### src/rtl/obj_pkg.sv
/*
 * shared definitions for the object table DMA
 * - table sizes and end marker
 * - APB register offsets
 * - fetcher and scanner state enums
 * - table write, object entry, status and config structs
 */

package obj_pkg;

    // one buffer half, 256 entries of four words
    localparam int obj_words   = 1024;
    localparam int obj_entries = 256;

    // attribute high byte that closes the table
    localparam logic [7:0] end_marker = 8'hff;

    // APB byte offsets
    localparam logic [3:0] reg_ctrl   = 4'h0;
    localparam logic [3:0] reg_base   = 4'h4;
    localparam logic [3:0] reg_status = 4'h8;

    typedef enum logic [1:0] {
        fetch_idle,
        fetch_grant,
        fetch_copy,
        fetch_fill
    } fetch_state_t;

    typedef enum logic [1:0] {
        scan_idle,
        scan_read,
        scan_emit
    } scan_state_t;

    // addr counts in natural order, the buffer does the inversion
    typedef struct packed {
        logic        en;
        logic [9:0]  addr;
        logic [15:0] data;
    } tbl_wr_t;

    // attr is word 3 of the entry, x is word 0
    typedef struct packed {
        logic [15:0] attr;
        logic [15:0] code;
        logic [15:0] y;
        logic [15:0] x;
    } obj_entry_t;

    typedef struct packed {
        logic       busy;
        logic       frame;
        logic [8:0] count;
    } dma_status_t;

    typedef struct packed {
        logic       enable;
        logic [6:0] base;
    } dma_cfg_t;

endpackage

### src/rtl/obj_scan.sv
/*
 * display-side table scanner
 * reads the display half entry by entry, skips empty entries
 * streams entries with valid/ready and holds them while stalled
 */

`timescale 1ns/1ps

module obj_scan
    import obj_pkg::*;
(
    input  logic        clk,
    input  logic        rst,
    input  logic        scan_start,
    input  logic [15:0] rd_data,
    input  logic        obj_ready,
    output logic [9:0]  rd_addr,
    output obj_entry_t  obj,
    output logic        obj_valid,
    output logic        scan_done
);

    scan_state_t state;

    logic [9:0]  addr;
    // read issued last cycle, data is on rd_data now
    logic        pend;
    logic        pend_last;
    // every word of the half has been issued
    logic        iss_end;
    obj_entry_t  acc;
    obj_entry_t  full;
    logic        done_word;
    logic        hold;
    logic        issue;
    logic        load_new;

    assign rd_addr = addr;

    // words arrive attr first, shift them in from the bottom
    assign full = '{attr: acc.code, code: acc.y, y: acc.x, x: rd_data};

    assign done_word = pend && pend_last;
    // entry ready but the output slot is still taken
    assign hold      = done_word && (full != '0) && obj_valid && !obj_ready;
    assign issue     = (state == scan_read) && !iss_end && !hold;
    assign load_new  = (state == scan_read) && done_word && (full != '0) && !hold;

    always_ff @(posedge clk, posedge rst) begin
        if (rst) begin
            state     <= scan_idle;
            addr      <= 10'd0;
            pend      <= 1'b0;
            pend_last <= 1'b0;
            iss_end   <= 1'b0;
            obj_valid <= 1'b0;
            scan_done <= 1'b0;
        end else begin
            scan_done <= 1'b0;
            pend      <= issue;
            pend_last <= issue && (addr[1:0] == 2'b11);
            if (issue) begin
                addr <= addr + 10'd1;
                if (addr[9:2] == 8'(obj_entries - 1) && addr[1:0] == 2'b11)
                    iss_end <= 1'b1;
            end
            if (obj_valid && obj_ready)
                obj_valid <= 1'b0;
            case (state)
                scan_idle: begin
                    if (scan_start) begin
                        addr    <= 10'd0;
                        iss_end <= 1'b0;
                        state   <= scan_read;
                    end
                end
                scan_read: begin
                    if (hold)
                        state <= scan_emit;
                    else if (load_new)
                        obj_valid <= 1'b1;
                    else if (iss_end && !pend && (!obj_valid || obj_ready)) begin
                        // last entry gone, pass complete
                        scan_done <= 1'b1;
                        state     <= scan_idle;
                    end
                end
                scan_emit: begin
                    // slot frees, move the held entry out and resume reading
                    if (obj_ready) begin
                        obj_valid <= 1'b1;
                        state     <= scan_read;
                    end
                end
                default: begin
                    state <= scan_idle;
                end
            endcase
        end
    end

    // entry payload
    always_ff @(posedge clk) begin
        if (pend)
            acc <= full;
        if (load_new)
            obj <= full;
        else if (state == scan_emit && obj_ready)
            obj <= acc;
    end

endmodule

### config.mk
export PLATFORM = sky130hd
export DESIGN_NAME = obj_scan
export DESIGN_NICKNAME = d
export VERILOG_FILES = /design/src/rtl/obj_pkg.sv /design/src/rtl/obj_scan.sv
export SDC_FILE = /design/constraint.sdc
export NUM_CORES = 1
export LEC_CHECK = 0
export BUFFER_PORTS_ARGS = -buffer_cell sky130_fd_sc_hd__buf_2
export CAP_MARGIN = 15
export CORE_UTILIZATION = 50
export DETAILED_ROUTE_END_ITERATION = 6
export MAX_ROUTING_LAYER = met4
export PLACE_DENSITY = 0.72
export SYNTH_ARGS = -nofsm -noshare
export SYNTH_HDL_FRONTEND = slang
export SYNTH_SLANG_ARGS = --single-unit
### constraint.sdc
create_clock -name clk -period 9.3 [get_ports clk]
set_input_delay 1.395 -clock clk [delete_from_list [all_inputs] [get_ports clk]]
set_output_delay 1.395 -clock clk [all_outputs]
set_load 0.02 [all_outputs]
==> key figures <==
Status
  • Status: completed

Yosys
  • Mapped Area: 6120 um2
  • Synth Flop Type: edfxtp_1
  • Post-synthesis register bit count: 145
  • Number of flops mapped to enable cells by yosys: 128
  • Gate Count Post-Synth: ~360
  • Yosys warns: 0
  • Register area share after synthesis: 69.8%
  • Syn Area/Cell: ~17 um2
  • Fraction of registers with async set/reset: 11.7%
  • Yosys cell types: 43
  • Syn_nets: just under 400

Clock network
  • Worst-path clk slew: 60 ps
  • Setup repair bufs after CTS: 0
  • CTS tree: built
  • Cts bufs inserted: 17
  • Number of H-tree levels: 4
  • Max Root-Sink Buffers: 2
  • Cts hold-fix bufs: 0
  • Clk_lat worst skew: ~420 ps
  • Clk sinks: ~150
  • CTS resizes: 0
  • Root Driver: clkbuf_16

Final layout
  • Final net count: 489
  • Register Area: 4270 um2
  • Share of layout cells above drive strength 1: 39.8%
  • ANT cells: 0
  • Multi-input combinational cell area: 1730 um2
  • Fillers: 880
  • Finished Cell Area: 7310 um2
  • Synth-to-layout area growth: 19.5%

Drt
  • WL/cell: 19.1 um
  • Via count: around 3600
  • Vias per std cell: 5.78
  • DR DRC count: 0
  • Initial DRT Pass Iterations: 4
  • 1st-iter DRT viols: 338
  • Routed wire length: 11900 um
  • Final ANT Viol Nets: 0

Setup path
  • Critical path type: input pin to flop
  • Crit end category: flop
  • R2r setup slk: 5650 ps
  • R2r worst-path depth: 6
  • Worst r2r src: pend$_DFF_PP0_
  • CP Launch Point: rd_data[6]
  • Worst Path Arrival: ~4300 ps
  • CP max FO: 65
  • Worst path required time: 9410 ps
  • Kind of start point of the critical path: input pin
  • FF-to-FF End: obj[39]$_DFFE_PP_

STA
  • Worst Hold Slack: 517 ps
  • Min Tclk post-route: 4190 ps
  • Tcrit/Tclk final: between 40% and 50%
  • Max Freq: approximately 0.24 GHz
  • Slew of the pin with the lowest slew margin: 1040 ps
  • Final TNS setup: 0 ps
  • Slew Limit Headroom: 30.7%
  • Final hold vios: 0
  • Max Clock Skew: 18.0 ps
  • Final setup viols: 0
  • RSZ-0062 raised after global routing: no
  • Max-slew violation count: 0

Hold path
  • WHS Path Cells: 0
  • Hold Crit Class: flop to flop
  • Hold Path Sink: acc[32]$_DFFE_PP_
  • Hold path start: acc[16]$_DFFE_PP_

Global route
  • Total GRT Usage: between 20% and 30%
  • Initial antenna violation count: 0
  • Largest net degree at the start of global routing: 70
  • First-pass GRT wire length: 18900 um
  • Vias in the first global route: 3490
  • Global route total overflow: 0

Placed design
  • RD Place Congestion: roughly 0.81
  • Dpl cell area: 6700 um2
  • Post-DP HPWL: 7930 um
  • I/O Buffers: 95

Pwr
  • Total leakage power: 0.00274 uW
  • Peak VDD IR: 143 uV
  • Post-route total power: around 2100 uW
  • Power Density: 290 nW/um2

Die
  • Die Y: between 100 and 150 um
  • Starting Density: 51.2%
  • Num rows: 40
  • Core outline area: 12000 um2
  • DIE AREA: between 10000 and 15000 um2
  • Die width: between 100 and 150 um
  • Number of placed I/O pins: between 90 and 100

Run
  • Max cap viols: 0
[area by class of cell]
cell class	count	area share, %
inverters	6	0.308
clock buffers	17	5.82
well taps	147	2.51
multi-input cells	195	23.6
clock inverters	15	2.33
repair buffers	99	7.01
flip-flops and latches	145	58.4
[flip-flops by register name (all words and copies together), names as in the netlist]
register and cells:
acc 64, iss_end 1, obj 64, obj_valid 1
pend 1, pend_last 1, rd_addr 10, scan_done 1
state 2
[cell usage after synthesis (2+ instances only)]
cell type | n | share of area (%)
edfxtp_1 | 128 | 63
mux2_4 | 40 | 9.8
nor4_1 | 22 | 2.2
dfrtp_1 | 17 | 7.0
mux2_2 | 15 | 2.8
nand2_1 | 14 | 0.86
nand4_1 | 11 | 1.1
nor2_1 | 10 | 0.61
clkbuf_1 | 9 | 0.55
mux2_1 | 9 | 1.7
nand3_1 | 9 | 0.74
a21oi_1 | 6 | 0.49
buf_6 | 6 | 1.1
inv_1 | 6 | 0.37
ha_1 | 5 | 1.0
o21ai_0 | 5 | 0.41
a31oi_1 | 4 | 0.41
and4_1 | 4 | 0.57
o211ai_1 | 4 | 0.49
o311ai_0 | 4 | 0.57
a211oi_1 | 3 | 0.37
o311a_1 | 3 | 0.49
and2_1 | 2 | 0.20
and4b_1 | 2 | 0.33
nand2b_1 | 2 | 0.20
nand3b_1 | 2 | 0.25
nor2b_1 | 2 | 0.20
nor3_1 | 2 | 0.16
or3_1 | 2 | 0.20
[stage by stage]
| stage | cells | utilization [%] | worst slack [ps] |
|---|---|---|---|
| 4_1_cts | 623 | 61.0 | 4630 |
| 6_report | 624 | 61.1 | 5110 |
| 3_3_place_gp | 591 | 56.0 | 4350 |
| 3_5_place_dp | 591 | 56.0 | 4200 |
| 2_1_floorplan | 362 | - | 5140 |
| 5_1_grt | 624 | 61.1 | 4910 |
[worst max path at each step]
stage                     cells past startpoint  slack, ps           endpoint
after floorplan                               5       5140   obj[0]$_DFFE_PP_
after global placement                        8       4350  obj[57]$_DFFE_PP_
after detailed placement                      8       4200  obj[39]$_DFFE_PP_
after CTS                                     8       4630  obj[39]$_DFFE_PP_
after global routing                          9       4910  obj[56]$_DFFE_PP_
final                                         9       5110  obj[39]$_DFFE_PP_
[cells by family after synthesis]
group	after synthesis	synth area share, %
AND/OR/NAND/NOR	89	8.57
adder cells (fa/ha/maj)	5	1.02
AO/OA/AOI/OAI	36	4.15
multiplexers	65	14.4
buffers and inverters	22	2.11
flip-flops	145	69.8
[critical path, stage by stage]
cell,delay (ps)
buf_2,110
nor4_1,460
nand4_1,240
nor4_4,410
buf_8,220
nor3_2,60
buf_4,430
a21o_2,540
buf_4,380
[cells in the final DEF (no fill, tap or decap), types with 5 or more instances in the layout]
cell type	Yosys	routed
a21oi_1	6	6
buf_2	1	95
clkbuf_16	0	17
dfrtp_1	17	16
edfxtp_1	128	128
ha_1	5	5
inv_1	6	6
inv_6	0	5
mux2_1	9	9
mux2_2	15	15
mux2_4	40	40
nand2_1	14	14
nand3_1	9	9
nand4_1	11	11
nor2_1	10	10
nor4_1	22	22
o21ai_0	5	5
[per-layer routing]
layer  GRT usage, %  routed length, um  up-vias
met3           5.02                564       17
met5              -                  0        -
li1               -                  -     1662
met1           27.4               5520     1814
met2           29.5               5570      111
met4           9.16                269        0
[where the power goes]
part / switching (uW) / internal [uW] / leakage, uW
clock: 292 / 382 / 0.000291
combinational: 203 / 177 / 0.00102
sequential: 126 / 942 / 0.00142
total: 622 / 1500 / 0.00274
No activity file was read; power rests on OpenSTA's default activity.
