[src/rtl/obj_pkg.sv]
/*
 * shared definitions for the object table DMA
 * - table sizes and end marker
 * - APB register offsets
 * - fetcher and scanner state enums
 * - table write, object entry, status and config structs
 */

package obj_pkg;

    // one buffer half, 256 entries of four words
    localparam int obj_words   = 1024;
    localparam int obj_entries = 256;

    // attribute high byte that closes the table
    localparam logic [7:0] end_marker = 8'hff;

    // APB byte offsets
    localparam logic [3:0] reg_ctrl   = 4'h0;
    localparam logic [3:0] reg_base   = 4'h4;
    localparam logic [3:0] reg_status = 4'h8;

    typedef enum logic [1:0] {
        fetch_idle,
        fetch_grant,
        fetch_copy,
        fetch_fill
    } fetch_state_t;

    typedef enum logic [1:0] {
        scan_idle,
        scan_read,
        scan_emit
    } scan_state_t;

    // addr counts in natural order, the buffer does the inversion
    typedef struct packed {
        logic        en;
        logic [9:0]  addr;
        logic [15:0] data;
    } tbl_wr_t;

    // attr is word 3 of the entry, x is word 0
    typedef struct packed {
        logic [15:0] attr;
        logic [15:0] code;
        logic [15:0] y;
        logic [15:0] x;
    } obj_entry_t;

    typedef struct packed {
        logic       busy;
        logic       frame;
        logic [8:0] count;
    } dma_status_t;

    typedef struct packed {
        logic       enable;
        logic [6:0] base;
    } dma_cfg_t;

endpackage

[src/rtl/obj_regs.sv]
/*
 * APB register block of the object DMA
 * control (enable), VRAM page base, read-only status
 * status also carries a frame counter in its upper half
 */

`timescale 1ns/1ps

module obj_regs
    import obj_pkg::*;
(
    input  logic        clk,
    input  logic        rst,
    input  logic        psel,
    input  logic        penable,
    input  logic        pwrite,
    input  logic [3:0]  paddr,
    input  logic [31:0] pwdata,
    input  dma_status_t status,
    output logic [31:0] prdata,
    output logic        pready,
    output logic        pslverr,
    output dma_cfg_t    cfg
);

    logic        ctrl_en;
    logic [6:0]  base;
    logic [15:0] frame_cnt;
    logic        frame_q;
    logic        wr_acc;
    logic        mapped;

    // write lands on the access edge
    assign wr_acc = psel && penable && pwrite;
    assign mapped = (paddr == reg_ctrl) || (paddr == reg_base) || (paddr == reg_status);

    // no wait states
    assign pready  = 1'b1;
    assign pslverr = psel && penable && !mapped;

    assign cfg = '{enable: ctrl_en, base: base};

    always_ff @(posedge clk, posedge rst) begin
        if (rst) begin
            ctrl_en   <= 1'b0;
            base      <= 7'd0;
            frame_cnt <= 16'd0;
            frame_q   <= 1'b0;
        end else begin
            // each toggle of the frame bit is one accepted frame
            frame_q <= status.frame;
            if (status.frame != frame_q)
                frame_cnt <= frame_cnt + 16'd1;
            if (wr_acc && paddr == reg_ctrl)
                ctrl_en <= pwdata[0];
            if (wr_acc && paddr == reg_base)
                base <= pwdata[6:0];
        end
    end

    // read mux, unmapped offsets give zero
    always_comb begin
        prdata = 32'd0;
        case (paddr)
            reg_ctrl:   prdata = {31'd0, ctrl_en};
            reg_base:   prdata = {25'd0, base};
            // frames 31:16, count 12:4, frame 1, busy 0
            reg_status: prdata = {frame_cnt, 3'd0, status.count, 2'd0, status.frame, status.busy};
            default:    prdata = 32'd0;
        endcase
    end

endmodule

[config.mk]
export PLATFORM = sky130hd
export DESIGN_NAME = obj_regs
export DESIGN_NICKNAME = d
export VERILOG_FILES = /design/src/rtl/obj_pkg.sv /design/src/rtl/obj_regs.sv
export SDC_FILE = /design/constraint.sdc
export NUM_CORES = 1
export LEC_CHECK = 0
export BUFFER_PORTS_ARGS = -buffer_cell sky130_fd_sc_hd__buf_2
export CAP_MARGIN = 20
export CELL_PAD_IN_SITES_DETAIL_PLACEMENT = 1
export CELL_PAD_IN_SITES_GLOBAL_PLACEMENT = 1
export CORE_MARGIN = 8
export CORE_UTILIZATION = 32
export CTS_BUF_LIST = sky130_fd_sc_hd__clkbuf_2
export DETAILED_ROUTE_END_ITERATION = 8
export GPL_TIMING_DRIVEN = 0
export PLACE_DENSITY_LB_ADDON = 0.1
export SYNTH_ARGS = -nofsm -noshare
export SYNTH_HDL_FRONTEND = slang
export SYNTH_SLANG_ARGS = --single-unit
[constraint.sdc]
create_clock -name clk -period 2.4 [get_ports clk]
set_input_delay 0.24 -clock clk [delete_from_list [all_inputs] [get_ports clk]]
set_output_delay 0.24 -clock clk [all_outputs]
set_load 0.005 [all_outputs]
==> results.yml, run 1 <==
sta:
  fin_worst_skew_ps: 4.87
  max_slew_margin: 0.377
  layout_min_cycle_time_ps: 2130
  worst_slack_ps: 274
  rsz0062_at_grt: "false"
  setup_viol: 0
  fin_crit_sh: 0.886
  hold_viol: 0
  worst_pin_slew_ps: 932
  setup_tns_ps: 0
  drv_slew: 0
  clock.fmax_mhz: 470
layout:
  final_common_cell: "buf_2"
  n_antenna_cell: 0
  multi_input_area_um2: 683
  layout_common_cells: "buf_2 (64), dfrtp_1 (25), and2_1 (23)"
  drive_gt1_frac: 0.457
  nets: 251
  fillCellCount: 500
  register_area_um2: 626
  syn_to_final_growth_pct: 33.6
global_route:
  gr-total-overflow: 0
  antenna_found_initial: 0
  grt_pass1_vias: 1279
  grt_use_total: 0.125
  grt_pass1_wl_um: 6510
  grt_max_degree: 26
yosys:
  postSynthCellCount: 124
  ys_warn_count: 0
  synth_cell_types: 26
  yosysSeqAreaShare: 0.460
  synth_area_mm2: 0.00136
  synth_seq_cells: 25
  avgSynthCellArea_um2: 11.0
place:
  hpwl_um: 3190
  place_congestion: 0.710
  io_buffers: 64
  dp_slack_ps: 207
floorplan:
  dieArea_mm2: 0.00660
  core_area_mm2: 0.00406
  start_util: 0.335
  die_x_um: 81.2
  dieHeight_um: 81.2
  rows: 23
  ios: 94
routing:
  ant_nets: 0
  vias: 1181
  drt_iter0_drc: 27
  via_per_inst: 4.78
  finalWirelength_um: 3960
  wl_per_cell_um: 16.0
  first_pass_iters: 4
  drc: 0
power_and_ir_drop:
  p_leak_nw: 0.999
  ir_drop_v: 0.000291
  p_per_area_mw_per_mm2: 561
  totalPowerFinal_mw: 1.02
clocking:
  clk_latency_ps: 360
  post_cts_buffers: 0
  clock_sinks: 25
  root_buffer: "clkbuf_2"
  cts_inserted_buffers: 3
  clock_path_buffers: 2
  h-tree-depth: 1
  clkTransAtPathRegs_ps: 230
  cts_tree: "yes"
critical_path:
  cp.arrival_ps: 1890
  path_class: "input port to output port"
  crit_path_start_kind: "input port"
  worstPathRequired_ps: 2160
  crit_fanout: 10
  end_kind: "output port"
run_status:
  status: "finished clean"
job:
  drv_cap: 0
hold_path:
  min_path_type: "input port to register"
-- worst paths after layout --
kind / end / slack, ps / depth (start not counted) / from
min: base[5]$_DFFE_PP0P_ / 90 / 2 / pwdata[5]
min in group asynchronous: frame_cnt[5]$_DFFE_PP0P_ / 360 / 3 / rst
max: prdata[25] / 270 / 5 / paddr[1]
min reg2reg: frame_cnt[15]$_DFFE_PP0P_ / 500 / 1 / frame_cnt[15]$_DFFE_PP0P_
max reg2reg: frame_cnt[13]$_DFFE_PP0P_ / 830 / 4 / frame_cnt[3]$_DFFE_PP0P_
max in group asynchronous: frame_q$_DFF_PP0_ / 1640 / 4 / rst
-- registers in the layout, summed over array words and instances (netlist names) --
name / flops
ctrl_en: 1
frame_q: 1
frame_cnt: 16
base: 7
-- area by class of cell --
class,instances,area share
inverter,2,0.00413
sequential,25,0.344
clock buffer,4,0.0110
timing repair buffer,67,0.202
multi-input combinational,91,0.376
tap,50,0.0344
buffer,8,0.0289
-- stage by stage --
step	instance area (um2)	hold WS [ps]	std cells	util
after floorplan	1370	267	126	-
after global placement	1750	429	240	0.432
after detailed placement	1750	418	240	0.432
after CTS	1780	70.8	245	0.439
after global routing	1820	40.5	247	0.448
final	1820	90.9	247	0.448
-- where the power goes --
group	switching, mW	internal [mW]	total, mW	leakage (nW)
clock	0.130	0.0440	0.174	0.0166
sequential	0.0906	0.505	0.595	0.323
combinational	0.112	0.141	0.252	0.660
-- critical path: stages --
cell	delay (ps)
buf_2	120
nor4b_2	820
clkbuf_1	410
and2_1	180
buf_2	110
-- synth_stat cells, drive strengths merged --
cell type,number,area share
xor2,6,0.044
ha,1,0.0092
nor2b,1,0.0046
conb,2,0.0055
a22o,5,0.032
and2b,1,0.0055
and4,1,0.0064
xnor2,10,0.064
nand4,1,0.0046
nand2,9,0.025
buf,6,0.033
and3,4,0.018
inv,2,0.0055
clkbuf,2,0.0055
nand2b,1,0.0046
nor2,2,0.0055
nor3,2,0.011
nor3b,1,0.0055
dfrtp,25,0.46
mux2,10,0.083
nand3,6,0.022
and2,23,0.11
nor4b,3,0.040
-- what timing repair did --
item                      4_1_cts  5_1_grt
resized for setup               0        0
hold endpoints to repair        1        6
hold buffers                    1        1
-- cell families (layout without fill, tap and decap cells) --
family	Yosys count	in the layout	share of synthesized area
compound gates	5	5	0.0322
xor+xnor	16	16	0.108
fa+ha+maj	1	1	0.00919
buf+inv	10	81	0.0441
flops	25	25	0.460
mux	10	10	0.0827
other cells	2	4	0.00552
simple gates	55	55	0.258
-- metal layers --
metal / wire [um] / global-route usage
met2: 2000 / 0.207
met5: 0 / 0
met1: 1570 / 0.152
met3: 341 / 0.0353
met4: 47 / 0.0429
Note: power is estimated with default switching activity, not from simulation.
==> run 2: changes to the inputs <==
- CELL_PAD_IN_SITES_DETAIL_PLACEMENT: 1 -> 2
- CELL_PAD_IN_SITES_GLOBAL_PLACEMENT: 1 -> 2
- CORE_UTILIZATION: 32 -> 25
- TNS_END_PERCENT: unset -> 30
==> run 2 against run 1 <==
Combinational power hardly changed. Sequential cell count stayed put. Via count fell by 2.8%. Largest power group unchanged.
==> results.yml, run 2 (synthesized netlist as in run 1, its figures left out) <==
run_status:
  status: "finished clean"
layout:
  design_area_mm2: 0.00185
  drive_gt1_frac: 0.457
  top_regs: "frame_cnt: 16 flops, base: 7 flops"
  final_common_cell: "buf_2"
  layout_common_cells: "buf_2 (64), dfrtp_1 (25), and2_1 (23)"
  largest_reg_flops: 16
  fillCellCount: 613
  nets: 251
  syn_to_final_growth_pct: 35.7
  n_antenna_cell: 0
  regMostFlops: "frame_cnt"
sta:
  worst_hold_slack_ps: 92.5
  worst_pin_slew_ps: 925
  clock.fmax_mhz: 460
  fin_worst_skew_ps: 11.6
  hold_viol: 0
  drv_slew: 0
  max_slew_margin: 0.382
  layout_min_cycle_time_ps: 2180
  worst_slack_ps: 224
  setup_viol: 0
  fin_crit_sh: 0.907
  rsz0062_at_grt: "false"
  setup_tns_ps: 0
critical_path:
  cp.arrival_ps: 1940
  crit_fanout: 10
  path_cells: "buf_2 -> nor4b_2 -> clkbuf_1 -> and2_1 -> buf_2"
  cp_common_cell: "buf_2"
  ff2ff_path_depth: 4
  crit_path_start_kind: "input port"
  crit_start: "paddr[1]"
  worstPathRequired_ps: 2160
  end_kind: "output port"
  cp_slowest_cell: "nor4b_2"
  path_class: "input port to output port"
  reg2reg_slack_ps: 800
  slowest_delay_ps: 810
  critPathCapture: "prdata[23]"
  timing.rr.end: "frame_cnt[15]$_DFFE_PP0P_"
  rr_startpoint: "frame_cnt[3]$_DFFE_PP0P_"
routing:
  via_per_inst: 4.27
  vias: 1148
  first_pass_iters: 2
  met3_length_um: 176
  drc: 0
  wl_met2_um: 2260
  met1_length_um: 1860
  wl_per_cell_um: 16.0
  drt_iter0_drc: 26
  ant_nets: 0
  top_layer: "met4"
  finalWirelength_um: 4310
job:
  drv_cap: 0
global_route:
  grt_max_degree: 26
  gr-total-overflow: 0
  grt_use_total: 0.108
  grt_pass1_wl_um: 7020
  antenna_found_initial: 0
  grt_pass1_vias: 1298
clocking:
  post_cts_buffers: 0
  cts_inserted_buffers: 3
  clkTransAtPathRegs_ps: 250
  root_buffer: "clkbuf_2"
  h-tree-depth: 1
  clk_latency_ps: 350
  cts_tree: "yes"
  clock_path_buffers: 2
  clock_sinks: 25
place:
  place_congestion: 0.756
  hpwl_um: 3490
  placed_area_mm2: 0.00178
  dp_slack_ps: 138
  io_buffers: 64
floorplan:
  ios: 94
  die_x_um: 89.8
  dieHeight_um: 89.8
  dieArea_mm2: 0.00806
  start_util: 0.253
  rows: 27
  core_area_mm2: 0.00537
power_and_ir_drop:
  ir_drop_v: 0.000336
  p_leak_nw: 0.999
  p_per_area_mw_per_mm2: 551
hold_path:
  min_path_type: "input port to register"
-- run 2: what timing repair did --
| item | in CTS | in global routing |
|---|---|---|
| endpoints found under the hold margin | 0 | 26 |
| hold buffers | 0 | 2 |
| resized for setup | 0 | 0 |
-- run 2: how the worst min path moves through the flow --
stage / startpoint / endpoint / slack, ps / depth (start not counted)
after floorplan: rst / base[0]$_DFFE_PP0P_ / 270 / 1
after global placement: status[9] / frame_q$_DFF_PP0_ / 410 / 1
after detailed placement: status[9] / frame_q$_DFF_PP0_ / 420 / 1
after CTS: status[9] / frame_q$_DFF_PP0_ / 10 / 1
after global routing: pwdata[2] / base[2]$_DFFE_PP0P_ / 50 / 2
final: pwdata[2] / base[2]$_DFFE_PP0P_ / 90 / 2
-- run 2: worst max-delay path: cells and delay by family --
kind	cells	cell delay (ps)
and+or+nand+nor	2	1010
buffers and inverters	3	680
-- run 2: through the flow --
stage / power [mW] / cells / utilization
3_3_place_gp: 0.836 / 262 / 0.331
2_1_floorplan: 0.742 / 126 / -
5_1_grt: 1.09 / 269 / 0.344
6_report: 1.02 / 269 / 0.344
4_1_cts: 1.03 / 266 / 0.335
3_5_place_dp: 0.854 / 262 / 0.331
-- run 2: layout make-up --
cell class	instances	area (um2)	area share
Timing Repair Buffer	67	368	0.199
Clock inverter	1	5.00	0.00271
Buffer	8	52.6	0.0285
Inverter	2	7.51	0.00407
Sequential cell	25	626	0.339
Clock buffer	3	15.0	0.00813
Multi-Input combinational cell	91	683	0.370
Tap cell	72	90.1	0.0488
-- run 2: metal layers --
layer | track usage | vias up
met5 | 0 | -
li1 | - | 546
met1 | 0.124 | 564
met4 | 0.0169 | 0
met3 | 0.0258 | 2
met2 | 0.198 | 36
-- run 2: power breakdown --
part	switching [mW]	internal (mW)	total [mW]
clock	0.132	0.0378	0.170
combinational	0.114	0.139	0.254
sequential	0.0900	0.505	0.595
total	0.337	0.682	1.02
