<file path="config.mk">
export PLATFORM = sky130hd
export DESIGN_NAME = obj_fetch
export DESIGN_NICKNAME = d
export VERILOG_FILES = /design/src/rtl/obj_pkg.sv /design/src/rtl/obj_fetch.sv
export SDC_FILE = /design/constraint.sdc
export NUM_CORES = 1
export LEC_CHECK = 0
export ABC_AREA = 1
export BUFFER_PORTS_ARGS = -buffer_cell sky130_fd_sc_hd__buf_4
export CORE_MARGIN = 1.5
export CORE_UTILIZATION = 35
export DETAILED_ROUTE_END_ITERATION = 8
export SLEW_MARGIN = 20
export SYNTH_ARGS = -nofsm -noshare
export SYNTH_HDL_FRONTEND = slang
export SYNTH_SLANG_ARGS = --single-unit
</file>
<file path="constraint.sdc">
create_clock -name clk -period 2.35 [get_ports clk]
set_clock_uncertainty 0.15 [all_clocks]
set_input_delay 0.1175 -clock clk [delete_from_list [all_inputs] [get_ports clk]]
set_output_delay 0.1175 -clock clk [all_outputs]
set_load 0.02 [all_outputs]
</file>
<file path="src/rtl/obj_pkg.sv">
/*
 * shared definitions for the object table DMA
 * - table sizes and end marker
 * - APB register offsets
 * - fetcher and scanner state enums
 * - table write, object entry, status and config structs
 */

package obj_pkg;

    // one buffer half, 256 entries of four words
    localparam int obj_words   = 1024;
    localparam int obj_entries = 256;

    // attribute high byte that closes the table
    localparam logic [7:0] end_marker = 8'hff;

    // APB byte offsets
    localparam logic [3:0] reg_ctrl   = 4'h0;
    localparam logic [3:0] reg_base   = 4'h4;
    localparam logic [3:0] reg_status = 4'h8;

    typedef enum logic [1:0] {
        fetch_idle,
        fetch_grant,
        fetch_copy,
        fetch_fill
    } fetch_state_t;

    typedef enum logic [1:0] {
        scan_idle,
        scan_read,
        scan_emit
    } scan_state_t;

    // addr counts in natural order, the buffer does the inversion
    typedef struct packed {
        logic        en;
        logic [9:0]  addr;
        logic [15:0] data;
    } tbl_wr_t;

    // attr is word 3 of the entry, x is word 0
    typedef struct packed {
        logic [15:0] attr;
        logic [15:0] code;
        logic [15:0] y;
        logic [15:0] x;
    } obj_entry_t;

    typedef struct packed {
        logic       busy;
        logic       frame;
        logic [8:0] count;
    } dma_status_t;

    typedef struct packed {
        logic       enable;
        logic [6:0] base;
    } dma_cfg_t;

endpackage

</file>
<file path="src/rtl/obj_fetch.sv">
/*
 * object table DMA fetcher
 * - takes the video bus at frame start
 * - copies VRAM words in 3,2,1,0 order per entry
 * - stops at the end marker and zero-fills the rest of the half
 * - owns the frame bit and the DMA status
 */

`timescale 1ns/1ps

module obj_fetch
    import obj_pkg::*;
(
    input  logic        clk,
    input  logic        rst,
    input  dma_cfg_t    cfg,
    input  logic        frame_start,
    input  logic        busack,
    input  logic [15:0] vram_data,
    input  logic        vram_ok,
    output logic        busreq,
    output logic [16:0] vram_addr,
    output tbl_wr_t     wr,
    output logic        frame,
    output dma_status_t status
);

    fetch_state_t state;

    // word counter in natural order
    logic [9:0]  cnt;
    logic [8:0]  ent_cnt;
    // entries copied by the last finished DMA
    logic [8:0]  last_cnt;
    // page latched at start so a base write mid-copy has no effect
    logic [6:0]  page;
    // masks a vram_ok that still belongs to the previous address
    logic        wait_cycle;
    logic        start;
    logic        accept;
    logic        marker;
    logic        last_word;

    assign start     = frame_start && cfg.enable;
    assign accept    = (state == fetch_copy) && busack && vram_ok && !wait_cycle;
    // only the first word fetched of an entry is the attribute
    assign marker    = (cnt[1:0] == 2'b00) && (vram_data[15:8] == end_marker);
    assign last_word = (cnt == 10'(obj_words - 1));

    // bus held through copy and fill
    assign busreq    = (state != fetch_idle);

    // attribute word first, so the low bits run backwards
    assign vram_addr = {page, cnt[9:2], ~cnt[1:0]};

    assign status = '{busy: busreq, frame: frame, count: last_cnt};

    always_ff @(posedge clk, posedge rst) begin
        if (rst) begin
            state      <= fetch_idle;
            frame      <= 1'b0;
            cnt        <= 10'd0;
            ent_cnt    <= 9'd0;
            last_cnt   <= 9'd0;
            page       <= 7'd0;
            wait_cycle <= 1'b0;
            wr         <= '0;
        end else begin
            wr.en <= 1'b0;
            if (start) begin
                // new frame, also aborts a copy or fill in progress
                frame      <= ~frame;
                page       <= cfg.base;
                cnt        <= 10'd0;
                ent_cnt    <= 9'd0;
                wait_cycle <= 1'b1;
                state      <= fetch_grant;
            end else begin
                case (state)
                    fetch_grant: begin
                        if (busack)
                            state <= fetch_copy;
                    end
                    fetch_copy: begin
                        wait_cycle <= 1'b0;
                        if (accept) begin
                            if (marker) begin
                                // cnt stays on the entry start for the fill
                                last_cnt <= ent_cnt;
                                state    <= fetch_fill;
                            end else begin
                                wr         <= '{en: 1'b1, addr: cnt, data: vram_data};
                                cnt        <= cnt + 10'd1;
                                wait_cycle <= 1'b1;
                                if (cnt[1:0] == 2'b11)
                                    ent_cnt <= ent_cnt + 9'd1;
                                // full table, nothing left to fill
                                if (last_word) begin
                                    last_cnt <= ent_cnt + 9'd1;
                                    state    <= fetch_idle;
                                end
                            end
                        end
                    end
                    fetch_fill: begin
                        // one zero word per cycle up to the end of the half
                        wr  <= '{en: 1'b1, addr: cnt, data: 16'h0000};
                        cnt <= cnt + 10'd1;
                        if (last_word)
                            state <= fetch_idle;
                    end
                    default: begin
                        state <= fetch_idle;
                    end
                endcase
            end
        end
    end

endmodule

</file>
==> flow_summary.ini, run 1 <==
[logic_synthesis]
yosys.area.top_type_share_pct = 49.7
synth_cells = 425
post_synth.cell_area_avg_sq_um = 7.82
synth-warning-count = 0
synth_async_sr_flop_share_pct = 100
synth.distinct_cells = 28
syn-num-nets = 457
synth_seq_area_share_pct = 49.7
synth_area_leaders = sky130_fd_sc_hd__dfrtp_1 (50%), sky130_fd_sc_hd__nand2_1 (18%), sky130_fd_sc_hd__inv_1 (5.5%), sky130_fd_sc_hd__nand3_1 (5.4%), sky130_fd_sc_hd__o21ai_0 (5.1%)
synth-edff-count = 0
yosys_register_bits = 66
synthDominantAreaCellType = sky130_fd_sc_hd__dfrtp_1
post_synth_instance_area_sq_mm = 0.00332
synthFlopType = sky130_fd_sc_hd__dfrtp_1

[worst_setup_path]
cp.arrival_ps = 2110
critPathMostFrequentCell = sky130_fd_sc_hd__nand2_1
worst_path_largest_cell_delay_ps = 430
worstSetupEndpointType = register
crit_chain = ha_1, nand2_1, nor2_1, nand3_1, nand2_1, nand3_1, nand2_1, o21ai_0
cp_data_required_time_ps = 2410
timing_worst_setup_path_type = reg -> reg
crit_path_max_fanout = 9
slowest_stage = sky130_fd_sc_hd__dfrtp_1
ff2ff_setup_slack_ps = 300
cp-start-kind = register

[placed_design]
port_buffers = 85
dpl_cell_area_sq_mm = 0.00404
finalWeightedCongestion = 0.785
post-dp-hpwl_mm = 5.53

[power]
share_clk_of_total_power_pct = 21.0
internal-power_mw = 2.66
pwr-share-comb_pct = 40.9
cellPowerDensity_mw_per_mm2 = 986
p_sw_mw = 1.79
power_frac_seq_pct = 38.1
netSwitchingFraction_pct = 40.3
vdd_drop_max_mv = 0.353
power_leakage_nw = 2.28

[detailed_routing]
detail_route.vias_per_cell = 4.43
num_vias = 2952
drt_pass1_iterations = 4
wl_per_cell_microns = 12.1
drt_drc_violations_left = 0
final_antenna_violating_net_count = 0
route.final.wire_length_mm = 8.06
detail_route.iter0.violations = 171

[grt]
gr_util_all_layers_pct = 16.7
grt_first_pass_wirelength_mm = 13.3
globalRouteOverflowTotal = 0
grt_start_max_net_pins = 45
first_global_vias = 2813
initial_antenna_violation_count = 0

[cells_and_area]
regArea_sq_mm = 0.00165
num-fill-cells = 882
n_antenna_cell = 0
post-route-cell-area_sq_mm = 0.00452
final_layout_net_count = 565
layout-drive-gt1-share_pct = 23.6
multiInputGateArea_sq_mm = 0.00133
area_overhead_of_the_layout_relative_to_synthesis_pct = 35.9

[sta]
slew_worst_pin_ps = 511
setup_tns_ps = 0
final.hold.worst_slack_ps = 143
timing.final.hold_violations = 0
max_clock_freq_mhz = 487
setup_repair_after_global_routing_missed_its_margin = false
timing.max_slew.rel_slack_pct = 65.9
final_max_slew_viol_count = 0
report.final.setup_viol = 0
final.period_utilization_pct = 87.4
final.min_clock_period_ps = 2050

[floorplanning]
placementRows = 35
die_height_microns = 100
io_pins = 86
fp.dieArea_sq_mm = 0.0101
dieWidth_microns = 100
floorplan.initialDensity_pct = 36.0
core_area_sq_mm = 0.00924

[clock_tree]
cts_max_level = 3
cts.root.buffer_cell = sky130_fd_sc_hd__clkbuf_8
number_of_buffers_between_clock_root_and_the_deepest_sink = 2
clkLatencyLatePin_ps = 340
path_clk_slew_ps = 70
numCtsBuffers = 9
tritoncts = yes
tritoncts_num_sinks = 66

[status]
run_status = finished clean

[flow_run]
max_cap_viol_count = 0

[worst_hold_path]
worst_hold_path_type = in -> reg
[final cells by class]
type	count	area share, %
clock inverter	7	1.55
multi-input combinational	285	29.4
inverter	51	4.24
timing repair buffer	120	21.9
clock buffer	9	2.74
tap	129	3.57
sequential	66	36.6
[state kept, by name, indices dropped and copies added (netlist names)]
register / count
cnt: 10
wait_cycle: 1
state: 2
last_cnt: 9
frame: 1
ent_cnt: 9
page: 7
wr: 27
[cell usage in the layout, fill, tap and decap left out, types with 7 or more instances in the layout]
cell                            count
sky130_fd_sc_hd__nand2_1          155
sky130_fd_sc_hd__buf_4             93
sky130_fd_sc_hd__dfrtp_1           66
sky130_fd_sc_hd__inv_1             48
sky130_fd_sc_hd__nand3_1           36
sky130_fd_sc_hd__o21ai_0           34
sky130_fd_sc_hd__dlygate4sd3_1     25
sky130_fd_sc_hd__nor2_1            20
sky130_fd_sc_hd__clkbuf_8           9
sky130_fd_sc_hd__xor2_1             7
[layer usage]
metal / routed length (microns) / GRT usage (%) / vias to the layer above / share of wire (%)
met5: 0 / 0 / - / 0
met1: 3950 / 23.1 / 1334 / 49
met4: 108 / 6.18 / 0 / 1.3
met2: 3690 / 26.6 / 76 / 46
met3: 307 / 2.58 / 9 / 3.8
li1: - / - / 1533 / -
[worst max-delay path, delay by kind of cell (launching register included)]
family                     cells  cell delay [ps]
DFF                            1              430
AOI/OAI and AO/OA              1               90
adders and majority gates      1              250
and+or+nand+nor                6             1000
[timing repair]
item	in CTS	in global routing
buffers inserted	0	2
hold buffers	25	0
endpoints found under the hold margin	46	0
endpoints found under the setup margin	0	6
gates resized for setup	0	1
[cells by family after synthesis]
family                     count (synthesis)  synth area share [%]
AOI/OAI and AO/OA                         41                  6.59
xor gates and xnor gates                   8                  2.11
adders and majority gates                  3                  1.13
buffers and inverters                     74                  10.4
DFF                                       66                  49.7
and+or+nand+nor                          233                  30.1
[metrics by stage]
stage / power [mW] / std cells / setup slack [ps] / utilization (%)
after CTS: 4.47 / 665 / 248 / 48.5
final: 4.45 / 667 / 296 / 48.9
after floorplan: 2.84 / 425 / 380 / -
after global placement: 3.46 / 624 / 383 / 43.7
after global routing: 4.76 / 667 / 23.8 / 48.9
after detailed placement: 3.49 / 624 / 262 / 43.7
[path summary, 6_finish.rpt]
kind                              start           to  cells past startpoint
worst min register to register  page[6]      page[6]                      2
worst max-delay path             cnt[1]  last_cnt[0]                      8
min in group asynchronous           rst        wr[4]                      3
worst max register to register   cnt[1]  last_cnt[0]                      8
worst min-delay path             cfg[7]      page[4]                      5
max in group asynchronous           rst       cnt[1]                      4
[Yosys cell counts (all sizes together), types with 2 or more instances]
master,n
nand2,160
dfrtp,66
inv,51
o21ai,38
nand3,37
nor2,22
buf,17
xor2,7
clkbuf,6
nand4,6
nor3,4
ha,3
a21oi,2
nor3b,2
or2,2
[power groups by stage]
stage / Clock (mW) / Combinational [mW] / Sequential (mW)
floorplan: 0 / 0.881 / 1.96
global placement: 0 / 1.75 / 1.71
detailed placement: 0 / 1.78 / 1.72
CTS: 0.962 / 1.82 / 1.70
global route: 1.02 / 2.00 / 1.74
finish: 0.937 / 1.82 / 1.70
Power figures use the tool's default switching activity.
==> run 2, diff against run 1 <==
--- a/config.mk
+++ b/config.mk
@@ -7,9 +7,12 @@
 export LEC_CHECK = 0
 export ABC_AREA = 1
 export BUFFER_PORTS_ARGS = -buffer_cell sky130_fd_sc_hd__buf_4
+export CELL_PAD_IN_SITES_DETAIL_PLACEMENT = 1
+export CELL_PAD_IN_SITES_GLOBAL_PLACEMENT = 2
 export CORE_MARGIN = 1.5
-export CORE_UTILIZATION = 35
+export CORE_UTILIZATION = 30
 export DETAILED_ROUTE_END_ITERATION = 8
+export PLACE_DENSITY_LB_ADDON = 0.1
 export SLEW_MARGIN = 20
 export SYNTH_ARGS = -nofsm -noshare
 export SYNTH_HDL_FRONTEND = slang
==> flow_summary.ini, run 2 (synthesis results as in run 1) <==
[power]
vdd_drop_max_mv = 0.351
power_leakage_nw = 2.29
cellPowerDensity_mw_per_mm2 = 989

[cells_and_area]
area_overhead_of_the_layout_relative_to_synthesis_pct = 36.1
largestRegisters = wr x27, cnt x10
fin_util_pct = 41.7
layout_commonest_cell = sky130_fd_sc_hd__nand2_1
n_antenna_cell = 0
layout-drive-gt1-share_pct = 23.4
final_cell_mix = sky130_fd_sc_hd__nand2_1 (156), sky130_fd_sc_hd__buf_4 (96), sky130_fd_sc_hd__dfrtp_1 (66)
flip_flop_count_of_the_largest_register_all_copies_and_words_added = 27
num-fill-cells = 1345
registers.top_by_ff_count = wr
final_layout_net_count = 567

[detailed_routing]
num_vias = 3076
wl_per_cell_microns = 13.7
drt_pass1_iterations = 4
detail_route.vias_per_cell = 4.54
final_antenna_violating_net_count = 0
drt_drc_violations_left = 0
detail_route.iter0.violations = 106
route.final.wire_length_mm = 9.29

[worst_setup_path]
critPathMostFrequentCell = sky130_fd_sc_hd__nand2_1
cp-start-kind = register
cp_data_required_time_ps = 2420
cp.arrival_ps = 2120
worstSetupEndpointType = register
crit_chain = buf_4, ha_1, nand2_1, nor2_1, nand3_1, nand2_1, nand3_2, nand2_1, o21ai_0
crit_path_max_fanout = 9
worst_path_largest_cell_delay_ps = 350
timing_worst_setup_path_type = reg -> reg
critical_path.n_buffers_inverters = 1
slowest_stage = sky130_fd_sc_hd__dfrtp_1
critical-path-top-delay-family = simple AND/OR/NAND/NOR gates

[sta]
report.final.setup_viol = 0
timing.max_slew.rel_slack_pct = 64.0
timing.final.hold_violations = 0
slew_worst_pin_ps = 537
setup_repair_after_global_routing_missed_its_margin = false
max_clock_freq_mhz = 487
final.period_utilization_pct = 87.4
final.min_clock_period_ps = 2050
final_max_slew_viol_count = 0
setup_tns_ps = 0

[grt]
first_global_vias = 3153
initial_antenna_violation_count = 0
globalRouteOverflowTotal = 0
grt_first_pass_wirelength_mm = 15.4
grt_start_max_net_pins = 39
gr_util_all_layers_pct = 17.0

[clock_tree]
cts.repair_timing.setup_buffer_count = 0
tritoncts = yes
number_of_buffers_between_clock_root_and_the_deepest_sink = 2
numCtsBuffers = 9
cts_max_level = 3
tritoncts_num_sinks = 66
clkLatencyLatePin_ps = 340
cts.root.buffer_cell = sky130_fd_sc_hd__clkbuf_8
path_clk_slew_ps = 70

[floorplanning]
core_area_sq_mm = 0.0108
floorplan.initialDensity_pct = 30.6
placementRows = 38
dieWidth_microns = 108
fp.dieArea_sq_mm = 0.0117
die_height_microns = 108
io_pins = 86

[placed_design]
finalWeightedCongestion = 0.752
port_buffers = 85
post-dp-hpwl_mm = 6.46

[worst_hold_path]
worst_hold_path_type = in -> reg

[flow_run]
max_cap_viol_count = 0

[status]
run_status = finished clean
==> run 2: cell count changes in the layout (fill, tap and decap cells not counted) <==
| cell | before | now |
|---|---|---|
| sky130_fd_sc_hd__buf_4 | 93 | 96 |
| sky130_fd_sc_hd__clkinvlp_4 | 4 | 1 |
| sky130_fd_sc_hd__clkbuf_1 | 0 | 2 |
| sky130_fd_sc_hd__nand2_2 | 5 | 3 |
| sky130_fd_sc_hd__buf_12 | 2 | 1 |
| sky130_fd_sc_hd__clkinv_2 | 2 | 1 |
| sky130_fd_sc_hd__nand2_1 | 155 | 156 |
| sky130_fd_sc_hd__nand2_4 | 0 | 1 |
| sky130_fd_sc_hd__nand3_1 | 36 | 35 |
| sky130_fd_sc_hd__nand3_2 | 1 | 2 |
| sky130_fd_sc_hd__nor2_1 | 20 | 19 |
| sky130_fd_sc_hd__nor2_2 | 0 | 1 |
==> run 2: stage by stage <==
step | setup WS, ps | hold slack, ps | total power [mW] | instance area [sq um] | instances
2_1_floorplan | 380 | 77.1 | 2.84 | 3320 | 425
3_3_place_gp | 301 | 89.7 | 3.54 | 4090 | 639
3_5_place_dp | 189 | 88.6 | 3.57 | 4090 | 639
4_1_cts | 156 | 130 | 4.54 | 4510 | 678
5_1_grt | 74.5 | 146 | 4.81 | 4520 | 678
6_report | 295 | 112 | 4.47 | 4520 | 678
==> run 2: power breakdown <==
group	total (mW)	switching, mW	internal (mW)	leakage [nW]
combinational	1.90	1.14	0.759	1.32
sequential	1.66	0.219	1.44	0.887
clock	0.910	0.432	0.478	0.0853
total	4.47	1.79	2.68	2.29
==> run 2: final timing paths <==
kind / depth (start not counted) / slack (ps) / end / start
min in group asynchronous: 4 / 280 / state[1] / rst
max reg2reg: 9 / 300 / last_cnt[0] / cnt[0]
max: 9 / 300 / last_cnt[0] / cnt[0]
min: 4 / 110 / page[1] / cfg[7]
max in group asynchronous: 4 / 1380 / wr[20] / rst
min reg2reg: 2 / 330 / page[1] / page[1]
==> run 2: tightest hold or removal path, delay by kind of cell <==
family | cells | cell delay [ps]
buffers and inverters | 1 | 80
AND/OR/NAND/NOR | 3 | 370
==> run 2: metal layers <==
layer | track usage (%) | wire length [microns] | vias to the layer above
met1 | 21.3 | 4270 | 1485
met2 | 28.9 | 4590 | 47
met5 | 0 | 0 | -
met4 | 5.36 | 98 | 0
met3 | 3.74 | 329 | 8
li1 | - | - | 1536
==> run 2: layout make-up <==
cell class                      count  area [sq um]  share of cell area, %
Clock buffer                       11           131                   2.91
Clock inverter                      3          42.5                  0.941
Inverter                           51           191                   4.23
Multi-Input combinational cell    285          1340                   29.6
Sequential cell                    66          1650                   36.5
Tap cell                          140           175                   3.87
Timing Repair Buffer              122           991                   21.9
==> run 2: repair_timing <==
action | 4_1_cts | 5_1_grt
hold endpoints to repair | 90 | 0
gates resized for setup | 0 | 3
setup endpoints to repair | 0 | 11
hold buffers | 25 | 0
==> run 3, diff against run 2 <==
--- a/config.mk
+++ b/config.mk
@@ -13,6 +13,7 @@
 export CORE_UTILIZATION = 30
 export DETAILED_ROUTE_END_ITERATION = 8
 export PLACE_DENSITY_LB_ADDON = 0.1
+export REMOVE_ABC_BUFFERS = 1
 export SLEW_MARGIN = 20
 export SYNTH_ARGS = -nofsm -noshare
 export SYNTH_HDL_FRONTEND = slang
==> flow_summary.ini, run 3 (synthesis results as in run 1) <==
[status]
run_status = finished clean

[sta]
report.final.setup_viol = 0
timing.final.hold_violations = 0
max_clock_freq_mhz = 492
setup_slack_ps = 316
slew_worst_pin_ps = 638
setup_tns_ps = 0
final.min_clock_period_ps = 2030
final_max_slew_viol_count = 0
setup_repair_after_global_routing_missed_its_margin = false
timing.max_slew.rel_slack_pct = 57.4
final.period_utilization_pct = 86.5

[worst_setup_path]
worstSetupEndpointType = register
cp-start-kind = register
crit_path_max_fanout = 11
cp.arrival_ps = 2160
crit_chain = inv_1, ha_1, inv_1, nor2_1, nand3_1, buf_4, nand2_2, nor3_2, nand3_1, nand2_1
cp_data_required_time_ps = 2480
slowest_stage = sky130_fd_sc_hd__nor3_2
worst_path_largest_cell_delay_ps = 410
timing_worst_setup_path_type = reg -> reg

[clock_tree]
cts.repair_timing.setup_buffer_count = 0
tritoncts = yes
path_clk_slew_ps = 80
number_of_buffers_between_clock_root_and_the_deepest_sink = 2
numCtsBuffers = 9
tritoncts_num_sinks = 66
cts.root.buffer_cell = sky130_fd_sc_hd__clkbuf_8
cts_max_level = 3
clkLatencyLatePin_ps = 340

[detailed_routing]
detail_route.vias_per_cell = 4.48
drt_pass1_iterations = 4
wl_per_cell_microns = 13.5
drt_drc_violations_left = 0
detail_route.iter0.violations = 77
final_antenna_violating_net_count = 0
route.final.wire_length_mm = 9.15
num_vias = 3047

[cells_and_area]
largestRegisters = wr x27, cnt x10
layout-drive-gt1-share_pct = 23.7
layout_commonest_cell = sky130_fd_sc_hd__nand2_1
area_overhead_of_the_layout_relative_to_synthesis_pct = 38.2
flip_flop_count_of_the_largest_register_all_copies_and_words_added = 27
final_layout_net_count = 567
regArea_sq_mm = 0.00165
final_cell_mix = sky130_fd_sc_hd__nand2_1 (156), sky130_fd_sc_hd__buf_4 (95), sky130_fd_sc_hd__dfrtp_1 (66)
multiInputGateArea_sq_mm = 0.00133
num-fill-cells = 1323
post-route-cell-area_sq_mm = 0.00459
registers.top_by_ff_count = wr
n_antenna_cell = 0

[placed_design]
post-dp-hpwl_mm = 6.40
port_buffers = 85
finalWeightedCongestion = 0.775
dpl_cell_area_sq_mm = 0.00410
post-place-ws_ps = 294

[grt]
gr_util_all_layers_pct = 17.0
initial_antenna_violation_count = 0
grt_start_max_net_pins = 67
grt_first_pass_wirelength_mm = 15.4
first_global_vias = 3206
globalRouteOverflowTotal = 0

[power]
cellPowerDensity_mw_per_mm2 = 1030
vdd_drop_max_mv = 0.392
power_leakage_nw = 2.33
post-layout-total-power_mw = 4.72

[floorplanning]
core_area_sq_mm = 0.0108
dieWidth_microns = 108
placementRows = 38
floorplan.initialDensity_pct = 30.6
io_pins = 86
fp.dieArea_sq_mm = 0.0117
die_height_microns = 108

[worst_hold_path]
worst_hold_path_type = in -> reg

[flow_run]
max_cap_viol_count = 0
run 3: what timing repair did:
action	4_1_cts	5_1_grt
gates resized for setup	0	0
setup endpoints to repair	0	0
hold buffers	25	0
endpoints found under the hold margin	90	0
run 3: final timing paths:
kind	startpoint	end	slack, ps	cells after the start
setup / recovery	cnt[0]	ent_cnt[7]	320	10
hold / removal	cfg[7]	page[0]	100	5
min in group asynchronous	rst	last_cnt[0]	250	4
setup reg to reg	cnt[0]	ent_cnt[7]	320	10
hold reg to reg	page[1]	page[1]	330	2
max in group asynchronous	rst	ent_cnt[2]	1470	4
run 3: final cells by class:
class,instances,share of cell area [%]
Sequential cell,66,36.0
Multi-Input combinational cell,285,28.9
Timing Repair Buffer,122,21.9
Inverter,51,4.17
Tap cell,140,3.82
Clock buffer,9,2.70
Clock inverter,7,2.56
run 3: worst max-delay path: cells and delay by family, from the launching register on:
kind	cells	cell delay, ps
buf+inv	3	340
flops	1	380
fa+ha+maj	1	190
simple gates	6	910
run 3: per-stage QoR:
stage               hold WS [ps]  util, %  instances
finish                      95.3     42.3        680
global route                 116     42.3        680
CTS                         84.5     42.3        680
detailed placement          98.8     37.8        639
global placement            89.7     37.8        639
floorplan                   77.1        -        402
run 3: power breakdown:
group	switching, mW	internal (mW)
Clock	0.468	0.705
Sequential	0.249	1.44
Combinational	1.11	0.742
run 3: per-layer routing:
metal / share of wire (%) / track usage [%] / routed length (microns)
met3: 5.1 / 4.34 / 466
met4: 1.1 / 5.64 / 103
met2: 44 / 27.1 / 4060
met5: 0 / 0 / 0
met1: 49 / 22.5 / 4520
